[src/getir_pkg.sv]
package getir_pkg;

    // Core widths
    localparam int PS_BIT     = 32;
    localparam int BUYRUK_BIT = 32;

    // Branch target buffer geometry, index taken from PC bits 5:2
    localparam int BTB_SATIR      = 16;
    localparam int BTB_INDIS_BIT  = 4;
    localparam int BTB_ETIKET_BIT = PS_BIT - BTB_INDIS_BIT - 2;

    // Fetch queue geometry
    localparam int KUYRUK_DERINLIK   = 4;
    localparam int KUYRUK_ISARET_BIT = $clog2(KUYRUK_DERINLIK);
    localparam int KUYRUK_SAYI_BIT   = $clog2(KUYRUK_DERINLIK + 1);

    typedef logic [PS_BIT-1:0]            ps_t;
    typedef logic [BUYRUK_BIT-1:0]        buyruk_t;
    typedef logic [1:0]                   sayac_t;
    typedef logic [BTB_INDIS_BIT-1:0]     btb_indis_t;
    typedef logic [BTB_ETIKET_BIT-1:0]    btb_etiket_t;
    typedef logic [KUYRUK_ISARET_BIT-1:0] kuyruk_isaret_t;
    typedef logic [KUYRUK_SAYI_BIT-1:0]   kuyruk_sayi_t;

    // Reset vector and sequential step
    localparam ps_t BASLANGIC_PS = 32'h8000_0000;
    localparam ps_t PS_ADIM      = 32'd4;

    // Counter levels
    localparam sayac_t SAYAC_ZAYIF_ATLAMA  = 2'd1;
    localparam sayac_t SAYAC_ZAYIF_ATLA    = 2'd2;
    localparam sayac_t SAYAC_GUCLU_ATLAMA  = 2'd0;
    localparam sayac_t SAYAC_GUCLU_ATLA    = 2'd3;

    // Redirect from trap logic or execute
    typedef struct packed {
        ps_t  ps;
        logic gecerli;
    } yonlendirme_t;

    // Predictor training from execute
    typedef struct packed {
        ps_t  ps;
        ps_t  hedef;
        logic atladi;
        logic gecerli;
    } guncelleme_t;

    typedef struct packed {
        ps_t  hedef;
        logic atladi;
    } tahmin_t;

    // One fetched instruction towards decode
    typedef struct packed {
        buyruk_t buyruk;
        ps_t     ps;
        logic    atladi;
    } getir_cikis_t;

endpackage

[src/buyruk_kuyrugu.sv]
module buyruk_kuyrugu (
    input  logic                    clk_i,
    input  logic                    rst_n_i,

    // Request side
    input  logic                    istek_kabul_i,
    input  getir_pkg::ps_t          ps_i,
    input  getir_pkg::tahmin_t      tahmin_i,
    input  logic                    bosalt_i,

    // Memory response
    input  getir_pkg::buyruk_t      yanit_veri_i,
    input  logic                    yanit_gecerli_i,

    // Decode side
    input  logic                    coz_hazir_i,
    output logic                    yer_var_o,
    output getir_pkg::getir_cikis_t coz_cikis_o,
    output logic                    coz_gecerli_o
);

    getir_pkg::getir_cikis_t kayit_q [getir_pkg::KUYRUK_DERINLIK];
    logic [getir_pkg::KUYRUK_DERINLIK-1:0] dolu_q;

    getir_pkg::kuyruk_isaret_t yaz_isaret_q;
    getir_pkg::kuyruk_isaret_t yanit_isaret_q;
    getir_pkg::kuyruk_isaret_t oku_isaret_q;

    // Reserved entries, entries still waiting for data, and stale responses owed
    getir_pkg::kuyruk_sayi_t   sayi_q;
    getir_pkg::kuyruk_sayi_t   bekleyen_q;
    getir_pkg::kuyruk_sayi_t   borc_q;

    logic [getir_pkg::KUYRUK_SAYI_BIT:0] toplam;
    logic                                yanit_al;
    logic                                yanit_at;
    logic                                cikis;

    // Owed responses still occupy the memory pipe
    assign toplam    = {1'b0, sayi_q} + {1'b0, borc_q};
    assign yer_var_o = toplam < getir_pkg::KUYRUK_DERINLIK;

    assign yanit_al = yanit_gecerli_i && (borc_q == '0);
    assign yanit_at = yanit_gecerli_i && (borc_q != '0);

    assign coz_gecerli_o = dolu_q[oku_isaret_q];
    assign coz_cikis_o   = kayit_q[oku_isaret_q];
    assign cikis         = coz_gecerli_o && coz_hazir_i;

    always_ff @(posedge clk_i) begin
        if (!rst_n_i) begin
            yaz_isaret_q   <= '0;
            yanit_isaret_q <= '0;
            oku_isaret_q   <= '0;
            sayi_q         <= '0;
            bekleyen_q     <= '0;
            borc_q         <= '0;
            dolu_q         <= '0;
        end else if (bosalt_i) begin
            yaz_isaret_q   <= '0;
            yanit_isaret_q <= '0;
            oku_isaret_q   <= '0;
            sayi_q         <= '0;
            bekleyen_q     <= '0;
            dolu_q         <= '0;
            // A response in this cycle pays off one of the outstanding fetches
            borc_q <= borc_q + bekleyen_q - getir_pkg::kuyruk_sayi_t'(yanit_gecerli_i);
        end else begin
            if (yanit_at) begin
                borc_q <= borc_q - 1'b1;
            end
            if (istek_kabul_i) begin
                yaz_isaret_q <= yaz_isaret_q + 1'b1;
            end
            if (yanit_al) begin
                dolu_q[yanit_isaret_q] <= 1'b1;
                yanit_isaret_q         <= yanit_isaret_q + 1'b1;
            end
            if (cikis) begin
                dolu_q[oku_isaret_q] <= 1'b0;
                oku_isaret_q         <= oku_isaret_q + 1'b1;
            end
            sayi_q <= sayi_q + getir_pkg::kuyruk_sayi_t'(istek_kabul_i)
                             - getir_pkg::kuyruk_sayi_t'(cikis);
            bekleyen_q <= bekleyen_q + getir_pkg::kuyruk_sayi_t'(istek_kabul_i)
                                     - getir_pkg::kuyruk_sayi_t'(yanit_al);
        end
    end

    // PC and prediction at acceptance, instruction word at response
    always_ff @(posedge clk_i) begin
        if (istek_kabul_i) begin
            kayit_q[yaz_isaret_q].ps     <= ps_i;
            kayit_q[yaz_isaret_q].atladi <= tahmin_i.atladi;
        end
        if (yanit_al) begin
            kayit_q[yanit_isaret_q].buyruk <= yanit_veri_i;
        end
    end

endmodule

[src/dallanma_ongorucu.sv]
module dallanma_ongorucu (
    input  logic                   clk_i,
    input  logic                   rst_n_i,

    input  getir_pkg::ps_t         ps_i,
    input  getir_pkg::guncelleme_t guncelleme_i,

    output getir_pkg::tahmin_t     tahmin_o
);

    // Per-entry valid bit, tag, target and counter
    logic [getir_pkg::BTB_SATIR-1:0] gecerli_q;
    getir_pkg::btb_etiket_t          etiket_q [getir_pkg::BTB_SATIR];
    getir_pkg::ps_t                  hedef_q  [getir_pkg::BTB_SATIR];
    getir_pkg::sayac_t               sayac_q  [getir_pkg::BTB_SATIR];

    getir_pkg::btb_indis_t  oku_indis;
    getir_pkg::btb_etiket_t oku_etiket;
    logic                   oku_isabet;

    getir_pkg::btb_indis_t  yaz_indis;
    getir_pkg::btb_etiket_t yaz_etiket;
    logic                   yaz_isabet;
    getir_pkg::sayac_t      yaz_sayac;

    // Lookup with the current fetch PC
    assign oku_indis  = ps_i[getir_pkg::BTB_INDIS_BIT+1:2];
    assign oku_etiket = ps_i[getir_pkg::PS_BIT-1:getir_pkg::BTB_INDIS_BIT+2];
    assign oku_isabet = gecerli_q[oku_indis] && (etiket_q[oku_indis] == oku_etiket);

    // Upper counter bit means counter is 2 or 3
    assign tahmin_o.atladi = oku_isabet && sayac_q[oku_indis][1];
    assign tahmin_o.hedef  = hedef_q[oku_indis];

    assign yaz_indis  = guncelleme_i.ps[getir_pkg::BTB_INDIS_BIT+1:2];
    assign yaz_etiket = guncelleme_i.ps[getir_pkg::PS_BIT-1:getir_pkg::BTB_INDIS_BIT+2];
    assign yaz_isabet = gecerli_q[yaz_indis] && (etiket_q[yaz_indis] == yaz_etiket);

    // Saturating counter step
    always_comb begin
        if (!yaz_isabet) begin
            // New entries start weak
            yaz_sayac = guncelleme_i.atladi ? getir_pkg::SAYAC_ZAYIF_ATLA
                                            : getir_pkg::SAYAC_ZAYIF_ATLAMA;
        end else if (guncelleme_i.atladi) begin
            if (sayac_q[yaz_indis] == getir_pkg::SAYAC_GUCLU_ATLA) begin
                yaz_sayac = getir_pkg::SAYAC_GUCLU_ATLA;
            end else begin
                yaz_sayac = sayac_q[yaz_indis] + 2'd1;
            end
        end else begin
            if (sayac_q[yaz_indis] == getir_pkg::SAYAC_GUCLU_ATLAMA) begin
                yaz_sayac = getir_pkg::SAYAC_GUCLU_ATLAMA;
            end else begin
                yaz_sayac = sayac_q[yaz_indis] - 2'd1;
            end
        end
    end

    always_ff @(posedge clk_i) begin
        if (!rst_n_i) begin
            gecerli_q <= '0;
        end else if (guncelleme_i.gecerli) begin
            gecerli_q[yaz_indis] <= 1'b1;
        end
    end

    always_ff @(posedge clk_i) begin
        if (guncelleme_i.gecerli) begin
            etiket_q[yaz_indis] <= yaz_etiket;
            hedef_q[yaz_indis]  <= guncelleme_i.hedef;
            sayac_q[yaz_indis]  <= yaz_sayac;
        end
    end

endmodule

[src/getir.sv]
module getir (
    input  logic                    clk_i,
    input  logic                    rst_n_i,

    // Instruction memory
    output getir_pkg::ps_t          buyruk_istek_adres_o,
    output logic                    buyruk_istek_gecerli_o,
    input  logic                    buyruk_istek_hazir_i,
    input  getir_pkg::buyruk_t      buyruk_yanit_veri_i,
    input  logic                    buyruk_yanit_gecerli_i,

    // Execute and trap redirects
    input  getir_pkg::yonlendirme_t yurut_yonlendirme_i,
    input  getir_pkg::guncelleme_t  yurut_guncelleme_i,
    input  getir_pkg::yonlendirme_t ddb_yonlendirme_i,

    // Decode
    output getir_pkg::getir_cikis_t coz_cikis_o,
    output logic                    coz_gecerli_o,
    input  logic                    coz_hazir_i
);

    getir_pkg::ps_t     ps;
    getir_pkg::tahmin_t tahmin;
    logic               istek_kabul;
    logic               bosalt;
    logic               yer_var;

    ps_uretici ps_uretici_i (
        .clk_i               ( clk_i ),
        .rst_n_i             ( rst_n_i ),
        .ddb_yonlendirme_i   ( ddb_yonlendirme_i ),
        .yurut_yonlendirme_i ( yurut_yonlendirme_i ),
        .tahmin_i            ( tahmin ),
        .yer_var_i           ( yer_var ),
        .istek_hazir_i       ( buyruk_istek_hazir_i ),
        .ps_o                ( ps ),
        .istek_gecerli_o     ( buyruk_istek_gecerli_o ),
        .istek_kabul_o       ( istek_kabul ),
        .bosalt_o            ( bosalt )
    );

    // Works on the same PC as the request
    dallanma_ongorucu dallanma_ongorucu_i (
        .clk_i        ( clk_i ),
        .rst_n_i      ( rst_n_i ),
        .ps_i         ( ps ),
        .guncelleme_i ( yurut_guncelleme_i ),
        .tahmin_o     ( tahmin )
    );

    buyruk_kuyrugu buyruk_kuyrugu_i (
        .clk_i           ( clk_i ),
        .rst_n_i         ( rst_n_i ),
        .istek_kabul_i   ( istek_kabul ),
        .ps_i            ( ps ),
        .tahmin_i        ( tahmin ),
        .bosalt_i        ( bosalt ),
        .yanit_veri_i    ( buyruk_yanit_veri_i ),
        .yanit_gecerli_i ( buyruk_yanit_gecerli_i ),
        .coz_hazir_i     ( coz_hazir_i ),
        .yer_var_o       ( yer_var ),
        .coz_cikis_o     ( coz_cikis_o ),
        .coz_gecerli_o   ( coz_gecerli_o )
    );

    assign buyruk_istek_adres_o = ps;

endmodule

[src/ps_uretici.sv]
module ps_uretici (
    input  logic                    clk_i,
    input  logic                    rst_n_i,

    input  getir_pkg::yonlendirme_t ddb_yonlendirme_i,
    input  getir_pkg::yonlendirme_t yurut_yonlendirme_i,
    input  getir_pkg::tahmin_t      tahmin_i,
    input  logic                    yer_var_i,
    input  logic                    istek_hazir_i,

    output getir_pkg::ps_t          ps_o,
    output logic                    istek_gecerli_o,
    output logic                    istek_kabul_o,
    output logic                    bosalt_o
);

    getir_pkg::ps_t ps_q;
    getir_pkg::ps_t ps_sonraki;
    logic           calisiyor_q;
    logic           yonlendirme_var;

    assign yonlendirme_var = ddb_yonlendirme_i.gecerli || yurut_yonlendirme_i.gecerli;

    // No request in a redirect cycle, the new PC goes out next cycle
    assign istek_gecerli_o = calisiyor_q && yer_var_i && !yonlendirme_var;
    assign istek_kabul_o   = istek_gecerli_o && istek_hazir_i;
    assign bosalt_o        = yonlendirme_var;
    assign ps_o            = ps_q;

    // Trap, then execute, then prediction, then sequential
    always_comb begin
        ps_sonraki = ps_q;
        if (ddb_yonlendirme_i.gecerli) begin
            ps_sonraki = ddb_yonlendirme_i.ps;
        end else if (yurut_yonlendirme_i.gecerli) begin
            ps_sonraki = yurut_yonlendirme_i.ps;
        end else if (istek_kabul_o) begin
            if (tahmin_i.atladi) begin
                ps_sonraki = tahmin_i.hedef;
            end else begin
                ps_sonraki = ps_q + getir_pkg::PS_ADIM;
            end
        end
    end

    // Held low during reset so the first request follows its release
    always_ff @(posedge clk_i) begin
        if (!rst_n_i) begin
            calisiyor_q <= 1'b0;
        end else begin
            calisiyor_q <= 1'b1;
        end
    end

    always_ff @(posedge clk_i) begin
        if (!rst_n_i) begin
            ps_q <= getir_pkg::BASLANGIC_PS;
        end else begin
            ps_q <= ps_sonraki;
        end
    end

endmodule

[config.mk]
export PLATFORM = sky130hd
export DESIGN_NAME = getir
export DESIGN_NICKNAME = d
export VERILOG_FILES = /design/src/getir_pkg.sv /design/src/buyruk_kuyrugu.sv /design/src/dallanma_ongorucu.sv /design/src/getir.sv /design/src/ps_uretici.sv
export SDC_FILE = /design/constraint.sdc
export NUM_CORES = 1
export LEC_CHECK = 0
export BUFFER_PORTS_ARGS = -buffer_cell sky130_fd_sc_hd__buf_2
export CORE_ASPECT_RATIO = 1.75
export CORE_MARGIN = 4
export CORE_UTILIZATION = 54
export CTS_CLUSTER_DIAMETER = 50
export DETAILED_ROUTE_END_ITERATION = 10
export PLACE_DENSITY_LB_ADDON = 0.08
export SETUP_SLACK_MARGIN = 0.15
export SLEW_MARGIN = 20
export SYNTH_ARGS = -nofsm -noshare
export SYNTH_HDL_FRONTEND = slang
export SYNTH_SLANG_ARGS = --single-unit
[constraint.sdc]
create_clock -name clk_i -period 11.86 [get_ports clk_i]
set_input_delay 1.186 -clock clk_i [delete_from_list [all_inputs] [get_ports clk_i]]
set_output_delay 1.186 -clock clk_i [all_outputs]
set_load 0.005 [all_outputs]
## Yosys cells after proc, flatten, opt, wreduce, memory -nomap -nowiden

Memory sizes are Yosys's and may differ from the RTL's. A register that Yosys moved wholly into a read port is not among the register bits.
Index checks and enable logic that the tools add are counted.

- Mux-type cells: 42
- Reductions and logical operators: 20
- Bitwise logic cells: 5
- Div/mod/pow operators: 0
- Add/subtract/negate cells: 14
- Multiply operators: 0
- Shifts and indexed selects: 0
- $lt $le $gt $ge: 8
- Eq/ne operators: 3

Operators with widths:

| cell | number |
|---|---|
| 32-bit 2-to-1 mux | 4 |
| 26-bit equality test | 2 |
| 4-bit 2-to-1 mux | 10 |
| 32-bit by 3-bit adder with 32-bit output (second input constant) | 1 |
| 16-bit bitwise OR | 1 |
| 2-bit 2-to-1 mux | 7 |
| 1-bit 2-to-1 mux | 13 |
| 1-bit logical AND | 12 |
| 4-bit by 5-bit less-than comparator with 1-bit output (second input constant) | 2 |
| 3-bit by 1-bit subtractor with 3-bit output | 3 |
| 2-bit by 1-bit adder with 2-bit output (second input constant) | 4 |
| 1-bit binary-select mux with 4-bit select | 2 |
| 3-bit by 1-bit adder with 3-bit output | 2 |
| 2-bit by 3-bit less-than comparator with 1-bit output (second input constant) | 2 |
| 3-bit 2-to-1 mux | 2 |
| 3-bit nonzero test | 2 |
| 3-bit by 3-bit adder with 4-bit output | 1 |
| 4-bit bitwise AND | 1 |
| 1-bit demux with 2-bit select | 2 |
| 1-bit demux with 4-bit select | 1 |
| 2-bit by 1-bit greater-or-equal comparator with 1-bit output (second input constant) | 2 |
| 4-bit by 1-bit greater-or-equal comparator with 1-bit output (second input constant) | 1 |
| 4-bit by 3-bit less-than comparator with 1-bit output (second input constant) | 1 |
| 4-bit inverter | 1 |
| 13 further kinds | 13 |

- Output and inout bits: 99
- Memories: 4
- Logic and storage cells: 106
- ROM bits: 0
- Bits in latches: 0
- Bits in writable memories: 1220
- Input bits: 169
- Flip-flop bits (word level): 68

Memory list:

| memory | words | bits a word | read ports | clocked after memory_dff | write ports | RTL line | text |
|---|---|---|---|---|---|---|---|
| dallanma_ongorucu_i.hedef_q | 16 | 32 | 1 | 1 | 1 | dallanma_ongorucu.sv:14 | `getir_pkg::ps_t hedef_q [getir_pkg::BTB_SATIR];` |
| dallanma_ongorucu_i.etiket_q | 16 | 26 | 2 | 1 | 1 | dallanma_ongorucu.sv:13 | `getir_pkg::btb_etiket_t etiket_q [getir_pkg::BTB_SATIR];` |
| buyruk_kuyrugu_i.kayit_q | 4 | 65 | 1 | 1 | 2 | buyruk_kuyrugu.sv:22 | `getir_pkg::getir_cikis_t kayit_q [getir_pkg::KUYRUK_DERINLIK];` |
| dallanma_ongorucu_i.sayac_q | 16 | 2 | 2 | 1 | 1 | dallanma_ongorucu.sv:15 | `getir_pkg::sayac_t sayac_q [getir_pkg::BTB_SATIR];` |

## Depth between registers and ports, before layout

- Word-level depth: 10
- Depth in mapped cells: 16
- Mapped depth without buffers: 12

## Cells and area by module

A second synthesis with hierarchy kept.

- Cell total of the unflattened synthesis: 2672
- Area total of the unflattened synthesis: 54552.3 um^2

By module, submodules not included:

| module | area an instance (um^2) | cells an instance | times used | seq. area each (um^2) |
|---|---|---|---|---|
| dallanma_ongorucu | 41138.2 | 1843 | 1 | 29148.0 |
| buyruk_kuyrugu | 10769.1 | 474 | 1 | 8227.9 |
| ps_uretici | 2645.0 | 355 | 1 | 660.6 |

## Least setup slack after synthesis

OpenSTA, ideal clock, no wires.

- Path type: input -> register
- Start point: input yurut_guncelleme_i[36] (netlist bit)
- End point: memory dallanma_ongorucu_i.etiket_q[3][0] (netlist bit), enable pin
- Slack: 4481 ps
- Arrival time: 6825 ps
- Setup time: 554 ps
- Stages: 5
- Data required time: 11306 ps
- Path through: clkbuf_1 buf_1 clkbuf_1 nand3_1 nor3_1

RTL lines:

| what | RTL line | text |
|---|---|---|
| from (decl) | getir.sv:14 | `input getir_pkg::guncelleme_t yurut_guncelleme_i,` |
| to (decl) | dallanma_ongorucu.sv:13 |  |

No word-level cell before the write port.

## Final worst setup path

- Start point: input yurut_guncelleme_i[37] (netlist bit)
- End point: memory dallanma_ongorucu_i.hedef_q[2][4] (netlist bit), enable pin

RTL lines:

| what | RTL line |
|---|---|
| to (decl) | dallanma_ongorucu.sv:14 |

No word-level cell before the write port.

==> flow_metrics.env <==
export IMPL_status="finished clean"
export IMPL_cp_end_kind="register"
export IMPL_synth_edff_count=1220
export IMPL_die_h_um=429
export IMPL_grt_pass1_vias=30000
export IMPL_ant_nets=0
export IMPL_initial_utilization_pct=54.3
export IMPL_cts_sinks=1294
export IMPL_power_mw=9.80
export IMPL_place_ws_ps=5650
export IMPL_met1Wirelength_mm=51.0
export IMPL_grt_total_usage_pct=26.3
export IMPL_cts_tree="built"
export IMPL_cp_startpoint="yurut_guncelleme_i[37]"
export IMPL_p_per_area_nw_per_um2=160
export IMPL_peakVddDrop_mv=0.127
export IMPL_dr_wl_met2_mm=71.7
export IMPL_cts_setup_buffers=0
export IMPL_tightest_slew_ps=1160
export IMPL_instances_no_fill=4383
export IMPL_p_int_mw=7.60
export IMPL_worstPathArrival_ps=5800
export IMPL_drive_gt1_share_pct=33.1
export IMPL_yosysSeqAreaShare_pct=69.8
export IMPL_post_cts_resized=0
export IMPL_netSwitchingFraction_pct=22.5
export IMPL_fp_dieW_um=248
export IMPL_clock_path_buffers=3
export IMPL_whs_path_depth=1
export IMPL_pwr_share_clk_pct=37.8
export IMPL_ys_types=71
export IMPL_min_delay_start="dallanma_ongorucu_i.gecerli_q[6]"
export IMPL_ys_seq_elements=1294
export IMPL_dr_pass1_iters=6
export IMPL_hold_violations=0
export IMPL_slowest_delay_ps=940
export IMPL_hold_buffers=0
export IMPL_critical_path_required_ps=12200
export IMPL_ioPinCount=268
export IMPL_clkSlewWorstSetupHoldPaths_ps=60
export IMPL_sequentialPowerShare_pct=52.9
export IMPL_h_tree_depth=3
export IMPL_holdCritPathClass="reg2reg"
export IMPL_route_vias_total=28200
export IMPL_drt_total_wl_mm=139
export IMPL_p_switching_mw=2.21
export IMPL_syn2layout_area_growth_pct=12.2
export IMPL_layout_nets=3145
export IMPL_p_comb_share_pct=9.3
export IMPL_worstSkewPairLatency_ps=730
export IMPL_drv_cap=0
export IMPL_path_class="in2reg"
export IMPL_clock_fmax_ghz=0.183
export IMPL_max_slew_margin_rel_pct=22.3
export IMPL_grt_first_pass_wirelength_mm=203
export IMPL_drtIter0Drc=2611
export IMPL_portBuffers=265
export IMPL_rrSetupSlack_ps=6860
export IMPL_dp_hpwl_mm=85.8
export IMPL_fin_skew_ps=39.8
export IMPL_core_um2=101000
export IMPL_leakage_nw=19.5
export IMPL_rsz0062_at_grt="false"
export IMPL_grt_overflow=0
export IMPL_die_area_um2=106000
export IMPL_synth_area_um2=54600
export IMPL_highest_layer="met5"
export IMPL_cp_max_fo=49
export IMPL_finalSetupViolCount=0
export IMPL_wl_met3_mm=10.3
export IMPL_crit_chain="buf_4 -> buf_4 -> buf_4 -> nand3b_1 -> nor3_2 -> buf_4 -> buf_4"
export IMPL_whs_ps=492
export IMPL_cp_common_cell="buf_4"
export IMPL_yosysWarningCount=0
export IMPL_fin_tns_setup_ps=0
export IMPL_grt_start_max_net_pins=125
export IMPL_wl_per_cell_um=31.7
export IMPL_drv_slew=0
export IMPL_rows=154
export IMPL_worst_slack_ps=6400
export IMPL_numCtsBuffers=112
export IMPL_grt_antenna_before_repair=21
export IMPL_layout_min_cycle_time_ps=5460
export IMPL_dpl_cell_count=4160
export IMPL_place_congestion=0.874
export IMPL_fin_crit_sh_pct=46.1
export IMPL_ff2ff_path_depth=13
export IMPL_cp_start_kind="input pin"
export IMPL_synthArstFlopShare_pct=0
export IMPL_root_buffer="clkbuf_16"
export IMPL_syn_inst=2683
export IMPL_synth_top_flop_cell="edfxtp_1"
export IMPL_syn_area_per_cell_um2=20.3
export IMPL_routed_via_density=6.44
export IMPL_drc_errors=0
export IMPL_syn_num_nets=2879
export IMPL_critPathSlowestCell="nor3_2"
export IMPL_whs_endpoint="dallanma_ongorucu_i.gecerli_q[6]"
==> power by group through the flow <==
stage | logic [mW] | registers [mW] | clock network (mW)
5_1_grt | 0.977 | 5.19 | 3.97
6_report | 0.914 | 5.18 | 3.71
2_1_floorplan | 0.584 | 5.25 | 0
4_1_cts | 0.914 | 5.19 | 3.77
3_3_place_gp | 0.895 | 5.28 | 0
3_5_place_dp | 0.911 | 5.29 | 0
==> cell families (layout without fill, tap and decap cells) <==
logic type	count (synthesis)	in the layout	synth area share [%]
muxes	564	564	21.2
other	0	13	0
and+or+nand+nor	281	281	2.53
AOI/OAI and AO/OA	232	232	2.88
xor gates and xnor gates	81	81	1.30
adders and majority gates	27	27	0.660
buffers and inverters	204	565	1.63
DFF	1294	1294	69.8
==> area by class of cell <==
type,count,area [µm²]
clock buffers,148,3030
well taps,1326,1660
fillers,7232,39300
repair buffers,323,1870
multi-input cells,1185,15700
inverters,33,125
diodes,13,32.5
flip-flops and latches,1294,38100
clock inverters,61,696
==> cell usage after synthesis (24+ instances only) <==
| library cell | count | share of area (%) |
|---|---|---|
| xnor2_1 | 62 | 0.99 |
| mux4_2 | 470 | 19 |
| buf_1 | 33 | 0.23 |
| nor2_1 | 80 | 0.55 |
| mux2i_1 | 76 | 1.4 |
| o211ai_1 | 29 | 0.40 |
| o21ai_0 | 43 | 0.39 |
| a21oi_1 | 61 | 0.56 |
| inv_1 | 32 | 0.22 |
| ha_1 | 24 | 0.55 |
| clkbuf_1 | 94 | 0.65 |
| edfxtp_1 | 1220 | 67 |
| dfxtp_1 | 74 | 2.7 |
| nand2_1 | 69 | 0.47 |
==> placed cells by master (no fill, tap or decap), types with 14 or more instances in the layout <==
master     Yosys  layout
xor2_1        19      19
a21oi_1       61      61
nor2_1        80      68
o21a_1        18      18
o21ai_0       43      43
clkbuf_16      0     113
clkbuf_1      94      28
mux4_2       470     470
o211ai_1      29      29
mux2_2        15      15
clkinv_1       1      15
edfxtp_1    1220    1220
dfxtp_1       74      68
nand4_1       14      14
ha_1          24      24
buf_4         16      53
clkinv_2       0      18
mux2i_1       76      76
xnor2_1       62      62
nand2_1       69      69
and3_1        23      23
nand3_1       23      23
buf_2         23     263
inv_1         32      32
==> worst max-delay path, delay by kind of cell <==
kind | cells | cell delay [ps]
buffers and inverters | 5 | 3060
and+or+nand+nor | 2 | 1400
==> routing by layer <==
layer | vias up | global-route usage, %
met1 | 15000 | 33.5
met2 | 1118 | 44.9
li1 | 11800 | -
met5 | - | 0
met4 | 20 | 10.4
met3 | 279 | 5.05
==> worst max-delay path by stage <==
stage                                                     end  slack (ps)  cells past startpoint
after floorplan            dallanma_ongorucu_i.etiket_q[3][0]        4480                      5
after global placement      dallanma_ongorucu_i.hedef_q[2][1]        5780                      7
after detailed placement    dallanma_ongorucu_i.hedef_q[2][1]        5650                      7
after CTS                 dallanma_ongorucu_i.etiket_q[2][14]        6410                      7
after global routing      dallanma_ongorucu_i.etiket_q[2][14]        6320                      7
final                       dallanma_ongorucu_i.hedef_q[2][4]        6400                      7
==> state kept, by name, summed over array words and instances, names as in the netlist, named ones only <==
signal and flops:
buyruk_kuyrugu_i.borc_q 3, dallanma_ongorucu_i.etiket_q 416, dallanma_ongorucu_i.gecerli_q 16, buyruk_kuyrugu_i.yanit_isaret_q 2, ps_uretici_i.ps_o 32, dallanma_ongorucu_i.hedef_q 512, ps_uretici_i.calisiyor_q 1, dallanma_ongorucu_i.sayac_q 32
buyruk_kuyrugu_i.kayit_q 260, buyruk_kuyrugu_i.dolu_q 4, buyruk_kuyrugu_i.yaz_isaret_q 2, buyruk_kuyrugu_i.oku_isaret_q 2, buyruk_kuyrugu_i.bekleyen_q 3, buyruk_kuyrugu_i.sayi_q 3
==> per-stage QoR <==
step                      cell area [µm²]  utilization [%]
after floorplan                     54600                -
after global routing                61200             60.9
after CTS                           61200             60.8
after global placement              57400             57.1
final                               61300             60.9
after detailed placement            57500             57.1
(Power assumes the default switching activity.)
